`config.mk`:
```
export PLATFORM = sky130hd
export DESIGN_NAME = dcache_victim_wb
export DESIGN_NICKNAME = d
export VERILOG_FILES = /design/src/dcache_pkg.sv /design/src/dcache_victim_wb.sv
export SDC_FILE = /design/constraint.sdc
export NUM_CORES = 1
export LEC_CHECK = 0
export BUFFER_PORTS_ARGS = -buffer_cell sky130_fd_sc_hd__buf_4
export CAP_MARGIN = 25
export CORE_AREA = 4 4 227 229
export CTS_BUF_LIST = sky130_fd_sc_hd__clkbuf_8
export DETAILED_ROUTE_END_ITERATION = 12
export DIE_AREA = 0 0 231 233
export PLACE_DENSITY = 0.43
export RECOVER_POWER = 25
export SYNTH_ARGS = -nofsm -noshare
export SYNTH_HDL_FRONTEND = slang
export SYNTH_SLANG_ARGS = --single-unit
```
`constraint.sdc`:
```
create_clock -name i_clk -period 0.8 [get_ports i_clk]
set_input_delay 0.08 -clock i_clk [delete_from_list [all_inputs] [get_ports i_clk]]
set_output_delay 0.08 -clock i_clk [all_outputs]
set_load 0.02 [all_outputs]
```
`src/dcache_pkg.sv`:
```
`default_nettype none

package dcache_pkg;

	// geometry
	localparam int WORDS_PER_LINE = 8;
	localparam int NUM_SETS       = 64;
	localparam int NUM_WAYS       = 2;

	// address split: tag | index | word offset | byte offset
	localparam int WORD_OFF_W = 3;
	localparam int LINE_OFF_W = 5;
	localparam int INDEX_W    = 6;
	localparam int TAG_W      = 21;

	typedef logic [31:0]                  word_t;
	typedef logic [TAG_W-1:0]             tag_t;
	typedef logic [INDEX_W-1:0]           index_t;
	typedef logic [WORD_OFF_W-1:0]        word_off_t;
	typedef logic [3:0]                   byte_en_t;
	// word 0 sits in the low bits
	typedef logic [WORDS_PER_LINE*32-1:0] line_t;
	typedef logic                         way_t;

	typedef enum logic [2:0] {
		INVALIDATING,
		LOOKUP,
		WB_DRAIN,
		REFILLING,
		INSTALL,
		REPLAY
	} ctrl_state_t;

	// store bytes over an existing word
	function automatic word_t byte_merge(input word_t old_word, input word_t new_word,
		input byte_en_t be);
		word_t merged;
		merged = old_word;
		for (int b = 0; b < 4; b++) begin
			if (be[b]) begin
				merged[b*8 +: 8] = new_word[b*8 +: 8];
			end
		end
		return merged;
	endfunction

endpackage

`default_nettype wire

```
`src/dcache_victim_wb.sv`:
```
`timescale 1ns/1ps
`default_nettype none

module dcache_victim_wb (
	input  logic              i_clk,
	input  logic              i_rst,
	input  logic              wb_push,
	input  dcache_pkg::word_t wb_addr,
	input  dcache_pkg::line_t wb_line,
	input  logic              i_mem_wr_done,
	output logic              o_wb_full,
	output logic              o_mem_wr_req,
	output dcache_pkg::word_t o_mem_wr_addr,
	output dcache_pkg::line_t o_mem_wr_line
);
	import dcache_pkg::*;

	logic  full_q;
	logic  req_q;
	word_t addr_q;
	line_t line_q;

	always_ff @(posedge i_clk) begin
		if (i_rst) begin
			full_q <= 1'b0;
			req_q  <= 1'b0;
		end else begin
			// single request pulse per pushed line
			req_q <= wb_push;
			if (wb_push) begin
				full_q <= 1'b1;
			end else if (i_mem_wr_done) begin
				full_q <= 1'b0;
			end
		end
	end

	// held until memory reports the write done
	always_ff @(posedge i_clk) begin
		if (wb_push) begin
			addr_q <= wb_addr;
			line_q <= wb_line;
		end
	end

	assign o_wb_full     = full_q;
	assign o_mem_wr_req  = req_q;
	assign o_mem_wr_addr = addr_q;
	assign o_mem_wr_line = line_q;

endmodule

`default_nettype wire

```
==> flow_metrics.tcl <==
set metrics [dict create \
    start_util_pct 17.54 \
    p_leak_nw 7.984 \
    highest_layer "met4" \
    dr_wl_met2_um 18810 \
    maxSlewViolCount 0 \
    drt_pre_antenna_iters 4 \
    timing.rr.start "o_wb_full$_SDFFE_PP0P_" \
    grt_pass1_wl_um 48760 \
    period_share_pct 157.9 \
    grt.total_usage_pct 12.13 \
    cp.required_ns 0.72 \
    yosys_warnings 0 \
    power_frac_comb_pct 18.4 \
    slowest_stage "edfxtp_1" \
    multi_input_area_sq_um 18.77 \
    power_density_nw_per_um2 1984 \
    setup_viol 363 \
    fin_hold_ws_ns 0.1977 \
    wl_met3_um 3191 \
    met1_length_um 11790 \
    max_freq_ghz 0.7917 \
    synth_cell_types 6 \
    syn2layout_area_growth_pct 120.6 \
    internal_power_w 0.02855 \
    p_total_w 0.03813 \
    cts.sinks 290 \
    syn_inst 294 \
    rsz0062_at_grt "yes" \
    globalRoute.totalOverflow 0 \
    syn_area_sq_um 8711 \
    seqCellArea_sq_um 8691 \
    worstPathMaxFanout 1 \
    ir_drop_mv 1.280 \
    r2r_end "o_wb_full$_SDFFE_PP0P_" \
    drv_cap 0 \
    via_per_inst 3.482 \
    crit_buf_inv 1 \
    synth_common_cells "288 x edfxtp_1, 2 x dfxtp_1" \
    remaining_drc_errors 0 \
    clock_skew_ns 0 \
    crit_chain "buf_6" \
    worstSetupEndpointType "output pin" \
    yosysTopAreaCellShare_pct 99.28 \
    root_buffer "clkbuf_8" \
    seqPwrFrac_pct 49.0 \
    yosysMostFrequentCell "edfxtp_1" \
    swShare_pct 25.12 \
    violations "setup timing" \
    synth_top_area_cell "edfxtp_1" \
    tightest_slew_ns 0.8420 \
    first_global_vias 7896 \
    yosysSeqAreaShare_pct 99.74 \
    routabilityCongestion 0.7852 \
    crit_cells 1 \
    io_buffers 581 \
    ys_async_sr_fraction_pct 0 \
    drt-total-wl_um 34620 \
    die_w_um 231 \
    min_path_type "in -> reg" \
    fillers 4664 \
    max-slew-margin-rel_pct 43.87 \
    die_height_um 233 \
    drive_gt1_share_pct 51.53 \
    worstHoldStart "wb_line[231]" \
    rows 82 \
    core_region_area_sq_um 49660 \
    avgSynthCellArea_sq_um 29.63 \
    min_period_ns 1.263 \
    clock_latency_ns 0.58 \
    reg2regPathDepth 2 \
    ioPinCount 582 \
    first_iter_violations 229 \
    cts.htree.levels 2 \
    rrSetupSlack_ns 0.21 \
    wire_per_inst_um 17.44 \
    drtAntennaViolNets 0 \
    cp_data_arrival_time_ns 1.18 \
    yosys_most_used_dff "edfxtp_1" \
    ys_top_cells_by_area "edfxtp_1 99%, dfxtp_1 0.46%, a21oi_2 0.10%" \
    path_clk_slew_ns 0.06 \
    postLayoutSetupSlackWorst_ns -0.4631 \
    yosys_register_bits 290 \
    synth_edf_count 288 \
    syn_nets 586 \
    worst_hold_path.num_cells 2 \
    num-nets-final 1560 \
    num_vias 6911 \
    dieArea_sq_um 53820 \
    post_cts_buffers 0 \
    hold_violations 0 \
    start_kind "flip-flop" \
    status "finished with violations" \
    grt_max_degree 58 \
    cp_slowest_stage_delay_ns 0.44 \
    post-dp-hpwl_um 24300 \
    cp_top_family "flip-flops" \
    antenna_found_initial 5 \
    cts-buffers-inserted 52 \
    clockPowerShare_pct 32.6 \
    cts_buffer_depth 3 \
    critical_path_class "reg -> out" \
    hold_end "o_mem_wr_line[231]$_DFFE_PP_" \
    cts_tree "built" \
    hold_buffers 308 \
    power.switching_w 0.009576 \
]
-- registers in the layout (all words and copies together), names as in the netlist --
signal / cells
o_mem_wr_req: 1
o_wb_full: 1
o_mem_wr_line: 256
o_mem_wr_addr: 32
-- area by class of cell --
cell class | instances | area share, %
Clock inverter | 41 | 1.016
Antenna cell | 5 | 0.06510
Inverter | 1 | 0.01953
Clock buffer | 53 | 3.796
Timing Repair Buffer | 920 | 45.41
Sequential cell | 290 | 45.22
Tap cell | 672 | 4.375
Multi-Input combinational cell | 3 | 0.09766
-- power by group through the flow --
| stage | clock [W] | sequential (W) | combinational [W] |
|---|---|---|---|
| after CTS | 0.0132 | 0.0187 | 0.00717 |
| after global placement | 0 | 0.0187 | 0.00519 |
| final | 0.0124 | 0.0187 | 0.00703 |
| after floorplan | 0 | 0.0203 | 0.00000709 |
| after detailed placement | 0 | 0.0187 | 0.00521 |
| after global routing | 0.0139 | 0.0188 | 0.00736 |
-- logic make-up (layout without fill, tap and decap cells) --
family / count (synthesis) / in the layout / share of synthesized area (%)
flip-flops: 290 / 290 / 99.74
AND/OR/NAND/NOR: 2 / 2 / 0.1149
AO/OA/AOI/OAI: 1 / 1 / 0.1006
buffers and inverters: 1 / 1015 / 0.04305
other: 0 / 5 / 0
-- how the worst max path moves through the flow --
stage	start	end	slack [ns]
after floorplan	o_wb_full$_SDFFE_PP0P_	o_wb_full$_SDFFE_PP0P_	0.11
after global placement	wb_push	o_mem_wr_line[209]$_DFFE_PP_	-0.13
after detailed placement	wb_push	o_mem_wr_line[209]$_DFFE_PP_	-0.13
after CTS	o_mem_wr_line[54]$_DFFE_PP_	o_mem_wr_line[54]	-0.57
after global routing	o_mem_wr_line[54]$_DFFE_PP_	o_mem_wr_line[54]	-0.56
final	o_mem_wr_line[54]$_DFFE_PP_	o_mem_wr_line[54]	-0.46
-- cells in the final DEF (no fill, tap or decap) --
cell | synthesis | final
edfxtp_1 | 288 | 288
dlygate4sd3_1 | 0 | 303
inv_1 | 1 | 26
clkbuf_1 | 0 | 7
buf_12 | 0 | 2
buf_2 | 0 | 2
clkbuf_8 | 0 | 53
diode_2 | 0 | 5
clkbuf_4 | 0 | 3
nor2_1 | 1 | 1
dlymetal6s4s_1 | 0 | 1
clkinv_1 | 0 | 7
clkinvlp_4 | 0 | 2
bufinv_16 | 0 | 1
dfxtp_2 | 0 | 2
clkbuf_2 | 0 | 10
buf_4 | 0 | 302
clkinv_2 | 0 | 6
nand2b_1 | 1 | 1
buf_6 | 0 | 290
a21oi_2 | 1 | 1
-- per-layer routing --
metal	vias up	global-route usage, %
li1	3173	-
met1	3332	12.43
met2	347	22.43
met3	59	4.616
met4	0	4.473
met5	-	0
-- timing repair --
action                     CTS  global route
setup endpoints to repair  290           327
resized for setup          283            13
hold endpoints to repair   419             4
-- stage by stage --
step	util (%)	std cells	TNS (ns)	area (sq um)	setup slack, ns
after floorplan	-	294	0	8711	0.1053
after global placement	28.77	1581	-20.00	14290	-0.1258
after detailed placement	28.77	1581	-21.23	14290	-0.1252
after CTS	38.97	1983	-150.53	19350	-0.5677
after global routing	38.69	1982	-157.24	19210	-0.5567
final	38.70	1985	-127.93	19220	-0.4631
(Power assumes the default switching activity.)
