<file path="src/dcache_pkg.sv">
`default_nettype none

package dcache_pkg;

	// geometry
	localparam int WORDS_PER_LINE = 8;
	localparam int NUM_SETS       = 64;
	localparam int NUM_WAYS       = 2;

	// address split: tag | index | word offset | byte offset
	localparam int WORD_OFF_W = 3;
	localparam int LINE_OFF_W = 5;
	localparam int INDEX_W    = 6;
	localparam int TAG_W      = 21;

	typedef logic [31:0]                  word_t;
	typedef logic [TAG_W-1:0]             tag_t;
	typedef logic [INDEX_W-1:0]           index_t;
	typedef logic [WORD_OFF_W-1:0]        word_off_t;
	typedef logic [3:0]                   byte_en_t;
	// word 0 sits in the low bits
	typedef logic [WORDS_PER_LINE*32-1:0] line_t;
	typedef logic                         way_t;

	typedef enum logic [2:0] {
		INVALIDATING,
		LOOKUP,
		WB_DRAIN,
		REFILLING,
		INSTALL,
		REPLAY
	} ctrl_state_t;

	// store bytes over an existing word
	function automatic word_t byte_merge(input word_t old_word, input word_t new_word,
		input byte_en_t be);
		word_t merged;
		merged = old_word;
		for (int b = 0; b < 4; b++) begin
			if (be[b]) begin
				merged[b*8 +: 8] = new_word[b*8 +: 8];
			end
		end
		return merged;
	endfunction

endpackage

`default_nettype wire

</file>
<file path="src/dcache_refill_buf.sv">
`timescale 1ns/1ps
`default_nettype none

module dcache_refill_buf (
	input  logic                  i_clk,
	input  logic                  i_rst,
	input  logic                  fill_start,
	input  dcache_pkg::word_off_t miss_off,
	input  dcache_pkg::byte_en_t  miss_wen,
	input  dcache_pkg::word_t     miss_wdata,
	input  logic                  i_mem_rd_valid,
	input  dcache_pkg::word_t     i_mem_rd_data,
	input  logic                  i_mem_rd_last,
	output logic                  o_fill_done,
	output dcache_pkg::line_t     o_fill_line,
	output dcache_pkg::word_t     o_fill_word
);
	import dcache_pkg::*;

	// next beat position, refill always starts at word 0
	word_off_t beat_cnt;
	logic      done_q;

	// store saved from the missing request
	word_off_t crit_off;
	byte_en_t  st_wen;
	word_t     st_wdata;

	line_t line_q;
	word_t crit_q;
	logic  beat_hit;
	word_t beat_word;

	assign beat_hit  = (beat_cnt == crit_off);
	// a load miss has no enables, so the beat passes unchanged
	assign beat_word = beat_hit ? byte_merge(i_mem_rd_data, st_wdata, st_wen) : i_mem_rd_data;

	always_ff @(posedge i_clk) begin
		if (i_rst) begin
			beat_cnt <= '0;
			done_q   <= 1'b0;
		end else begin
			done_q <= i_mem_rd_valid && i_mem_rd_last;
			if (fill_start) begin
				beat_cnt <= '0;
			end else if (i_mem_rd_valid) begin
				beat_cnt <= beat_cnt + 1'b1;
			end
		end
	end

	always_ff @(posedge i_clk) begin
		if (fill_start) begin
			crit_off <= miss_off;
			st_wen   <= miss_wen;
			st_wdata <= miss_wdata;
		end
		if (i_mem_rd_valid) begin
			line_q[beat_cnt*32 +: 32] <= beat_word;
			if (beat_hit) begin
				crit_q <= beat_word;
			end
		end
	end

	// line and word hold until the next fill
	assign o_fill_done = done_q;
	assign o_fill_line = line_q;
	assign o_fill_word = crit_q;

endmodule

`default_nettype wire

</file>
<file path="config.mk">
export PLATFORM = sky130hd
export DESIGN_NAME = dcache_refill_buf
export DESIGN_NICKNAME = d
export VERILOG_FILES = /design/src/dcache_pkg.sv /design/src/dcache_refill_buf.sv
export SDC_FILE = /design/constraint.sdc
export NUM_CORES = 1
export LEC_CHECK = 0
export BUFFER_PORTS_ARGS = -buffer_cell sky130_fd_sc_hd__buf_2
export CAP_MARGIN = 20
export CORE_MARGIN = 8
export CORE_UTILIZATION = 51
export DETAILED_ROUTE_END_ITERATION = 12
export PLACE_DENSITY = 0.89
export SLEW_MARGIN = 15
export SYNTH_ARGS = -nofsm -noshare
export SYNTH_HDL_FRONTEND = slang
export SYNTH_SLANG_ARGS = --single-unit
</file>
<file path="constraint.sdc">
create_clock -name i_clk -period 3.8 [get_ports i_clk]
set_input_delay 1.14 -clock i_clk [delete_from_list [all_inputs] [get_ports i_clk]]
set_output_delay 1.14 -clock i_clk [all_outputs]
set_load 0.01 [all_outputs]
</file>
==> flow_summary.json <==
{
  "status": "complete, no violations",
  "cp_cell_sequence": "inv_1, ha_1, ha_1, inv_1, nand4_1, nor2_4, buf_4",
  "power_density_nw_per_um2": 518.9,
  "multi_input_area_um2": 2177,
  "grt_max_degree": 43,
  "path_delay_family": "simple AND/OR/NAND/NOR gates",
  "hold_violations": 0,
  "num-nets-final": 1196,
  "cap_violations": 0,
  "io_pins": 365,
  "fin_crit_ns": 3.046,
  "die-area_um2": 29260,
  "max_clock_freq_mhz": 328.3,
  "peakVddDrop_uv": 463.1,
  "power_frac_comb": 0.056,
  "cp.arrival_ns": 3.24,
  "hold_path.class": "reg2reg",
  "syn_nets": 806,
  "via_per_inst": 5.167,
  "postRouteAntennaNets": 0,
  "tightest_slew_ns": 0.9093,
  "min_period_over_period": 0.8016,
  "cp_slowest_cell": "dfxtp_1",
  "grt_pass1_vias": 7693,
  "antenna_found_initial": 1,
  "drive_gt1_frac": 0.4711,
  "maxSlewViolCount": 0,
  "p_int_w": 0.006480,
  "htree_levels": 2,
  "post-dp-hpwl_um": 23480,
  "clkSinkCount": 331,
  "yosys_warnings": 0,
  "rsz0062_at_grt": "no",
  "post_cts_resized": 0,
  "holdWs_ns": 0.6784,
  "pwr-share-seq": 0.503,
  "path_class": "reg2reg",
  "rows": 56,
  "syn_to_final_growth_pct": 28.74,
  "syn_area_um2": 12260,
  "worst-path-buf-inv": 3,
  "start_util": 0.5208,
  "synthCells": 727,
  "synth_cell_types": 21,
  "clk_path_buf_depth": 3,
  "synth-seq-cells": 331,
  "cp-start-kind": "register",
  "dieHeight_um": 171.1,
  "grt_use_total": 0.2218,
  "p_sw_w": 0.001711,
  "cts_hold_buf": 0,
  "core_um2": 23540,
  "die_w_um": 171.1,
  "cts_root_buf": "clkbuf_16",
  "worst_setup_path_end_kind": "register",
  "wl_per_cell_um": 22.98,
  "critPathRequiredTime_ns": 3.99,
  "ys_seq_area_frac": 0.8073,
  "cp_max_fo": 20,
  "overflow": 0,
  "clock_latency_ns": 0.50,
  "grt_pass1_wl_um": 47370,
  "post_cts_buffers": 0,
  "io_buffer_count": 364,
  "power.share.switching": 0.2089,
  "max_stage_delay_ns": 0.62,
  "regArea_um2": 9899,
  "skew_ns": 0.01115,
  "finalSetupViolations": 0,
  "avgSynthCellArea_um2": 16.87,
  "tritoncts": "yes",
  "drtPass1Iterations": 6,
  "vias": 7554,
  "clk_pin_slew_ns": 0.06,
  "numCtsBuffers": 34,
  "tns_ns": 0,
  "drc_errors": 0,
  "fill_cells": 1593,
  "power.share.clock": 0.441,
  "gp_congestion": 0.8308,
  "wirelength_um": 33600,
  "power.leakage_nw": 6.368,
  "max-slew-margin-rel": 0.3938,
  "drt_iter0_drc": 933
}
[Yosys cell counts, drive strengths merged]
cell | number | area [µm²]
ha | 3 | 37.54
clkbuf | 24 | 90.09
nor2 | 270 | 1074
nand4 | 5 | 91.34
and3 | 2 | 12.51
nor3b | 1 | 7.510
nand2 | 7 | 26.28
nand3b | 1 | 7.510
nand3 | 4 | 20.02
buf | 1 | 11.26
nor3 | 3 | 15.01
inv | 37 | 138.9
edfxtp | 327 | 9819
xnor2 | 5 | 100.1
mux2i | 33 | 730.7
dfxtp | 4 | 80.08
[registers in the layout, indices dropped and copies added, names as in the netlist]
name	cells
o_fill_line	256
beat_cnt	3
o_fill_done	1
crit_off	3
st_wdata	32
st_wen	4
o_fill_word	32
[per-layer routing]
metal,global-route usage,wire (µm)
met5,0,0
met4,0.08809,1100
met3,0.05209,3333
met2,0.3867,17180
met1,0.2627,11980
[path summary, 6_finish.rpt]
kind,from,to,slack (ns),depth (start not counted)
setup / recovery,beat_cnt[0],o_fill_line[29],0.75,7
hold / removal,st_wdata[31],o_fill_word[31],0.68,2
setup reg to reg,beat_cnt[0],o_fill_line[29],0.75,7
hold reg to reg,st_wdata[31],o_fill_word[31],0.68,2
[power groups by stage]
stage	sequential, W	combinational [W]	clock (W)
after detailed placement	0.00420	0.000456	0
after global placement	0.00420	0.000441	0
after CTS	0.00412	0.000456	0.00366
after floorplan	0.00422	0.000216	0
after global routing	0.00413	0.000482	0.00379
final	0.00412	0.000457	0.00361
[layout make-up]
cell class / instances / share of cell area
sequential: 331 / 0.6271
inverter: 37 / 0.008798
timing repair buffer: 379 / 0.1225
clock inverter: 22 / 0.01910
antenna: 1 / 0.0001585
multi-input combinational: 334 / 0.1379
clock buffer: 39 / 0.05913
tap: 319 / 0.02528
[cells by family after synthesis]
family | count (synthesis) | synth area share
xor gates and xnor gates | 5 | 0.008164
adders and majority gates | 3 | 0.003062
buffers and inverters | 62 | 0.01959
DFF | 331 | 0.8073
muxes | 33 | 0.05959
and+or+nand+nor | 293 | 0.1022
[worst min-delay path: stages (launching register included)]
cell,delay (ns)
edfxtp_1,0.37
mux2i_4,0.14
inv_2,0.07
[placed cells by master (no fill, tap or decap)]
| cell type | synthesis | routed |
|---|---|---|
| nor2_4 | 0 | 7 |
| edfxtp_1 | 327 | 327 |
| clkbuf_1 | 24 | 2 |
| and3_2 | 0 | 2 |
| inv_2 | 30 | 30 |
| inv_8 | 0 | 1 |
| nor3b_1 | 1 | 1 |
| nand4_1 | 1 | 1 |
| nand4_4 | 4 | 4 |
| diode_2 | 0 | 1 |
| clkinv_4 | 0 | 2 |
| nor2_2 | 24 | 24 |
| ha_1 | 3 | 3 |
| xnor2_1 | 2 | 2 |
| nand2_1 | 7 | 7 |
| buf_4 | 0 | 15 |
| nor2_1 | 246 | 239 |
| clkinv_2 | 0 | 8 |
| clkinvlp_4 | 0 | 2 |
| buf_2 | 0 | 364 |
| mux2i_1 | 1 | 1 |
| clkinv_1 | 0 | 2 |
| xnor2_4 | 3 | 3 |
| dfxtp_1 | 4 | 4 |
| inv_1 | 7 | 7 |
| bufinv_16 | 0 | 7 |
| nor3_1 | 3 | 3 |
| clkbuf_16 | 0 | 37 |
| mux2i_4 | 32 | 32 |
| nand3_1 | 4 | 4 |
| nand3b_1 | 1 | 1 |
[through the flow]
stage | util | setup slack, ns | power, W | cell area, µm² | cells
floorplan | - | 0.2881 | 0.004435 | 12260 | 727
global placement | 0.6180 | 0.9057 | 0.004637 | 14550 | 1400
detailed placement | 0.6180 | 0.7768 | 0.004654 | 14550 | 1400
CTS | 0.6704 | 0.7433 | 0.008236 | 15780 | 1461
global route | 0.6705 | 0.5839 | 0.008401 | 15790 | 1462
finish | 0.6705 | 0.7539 | 0.008191 | 15790 | 1462
No activity file was read; power rests on OpenSTA's default activity.
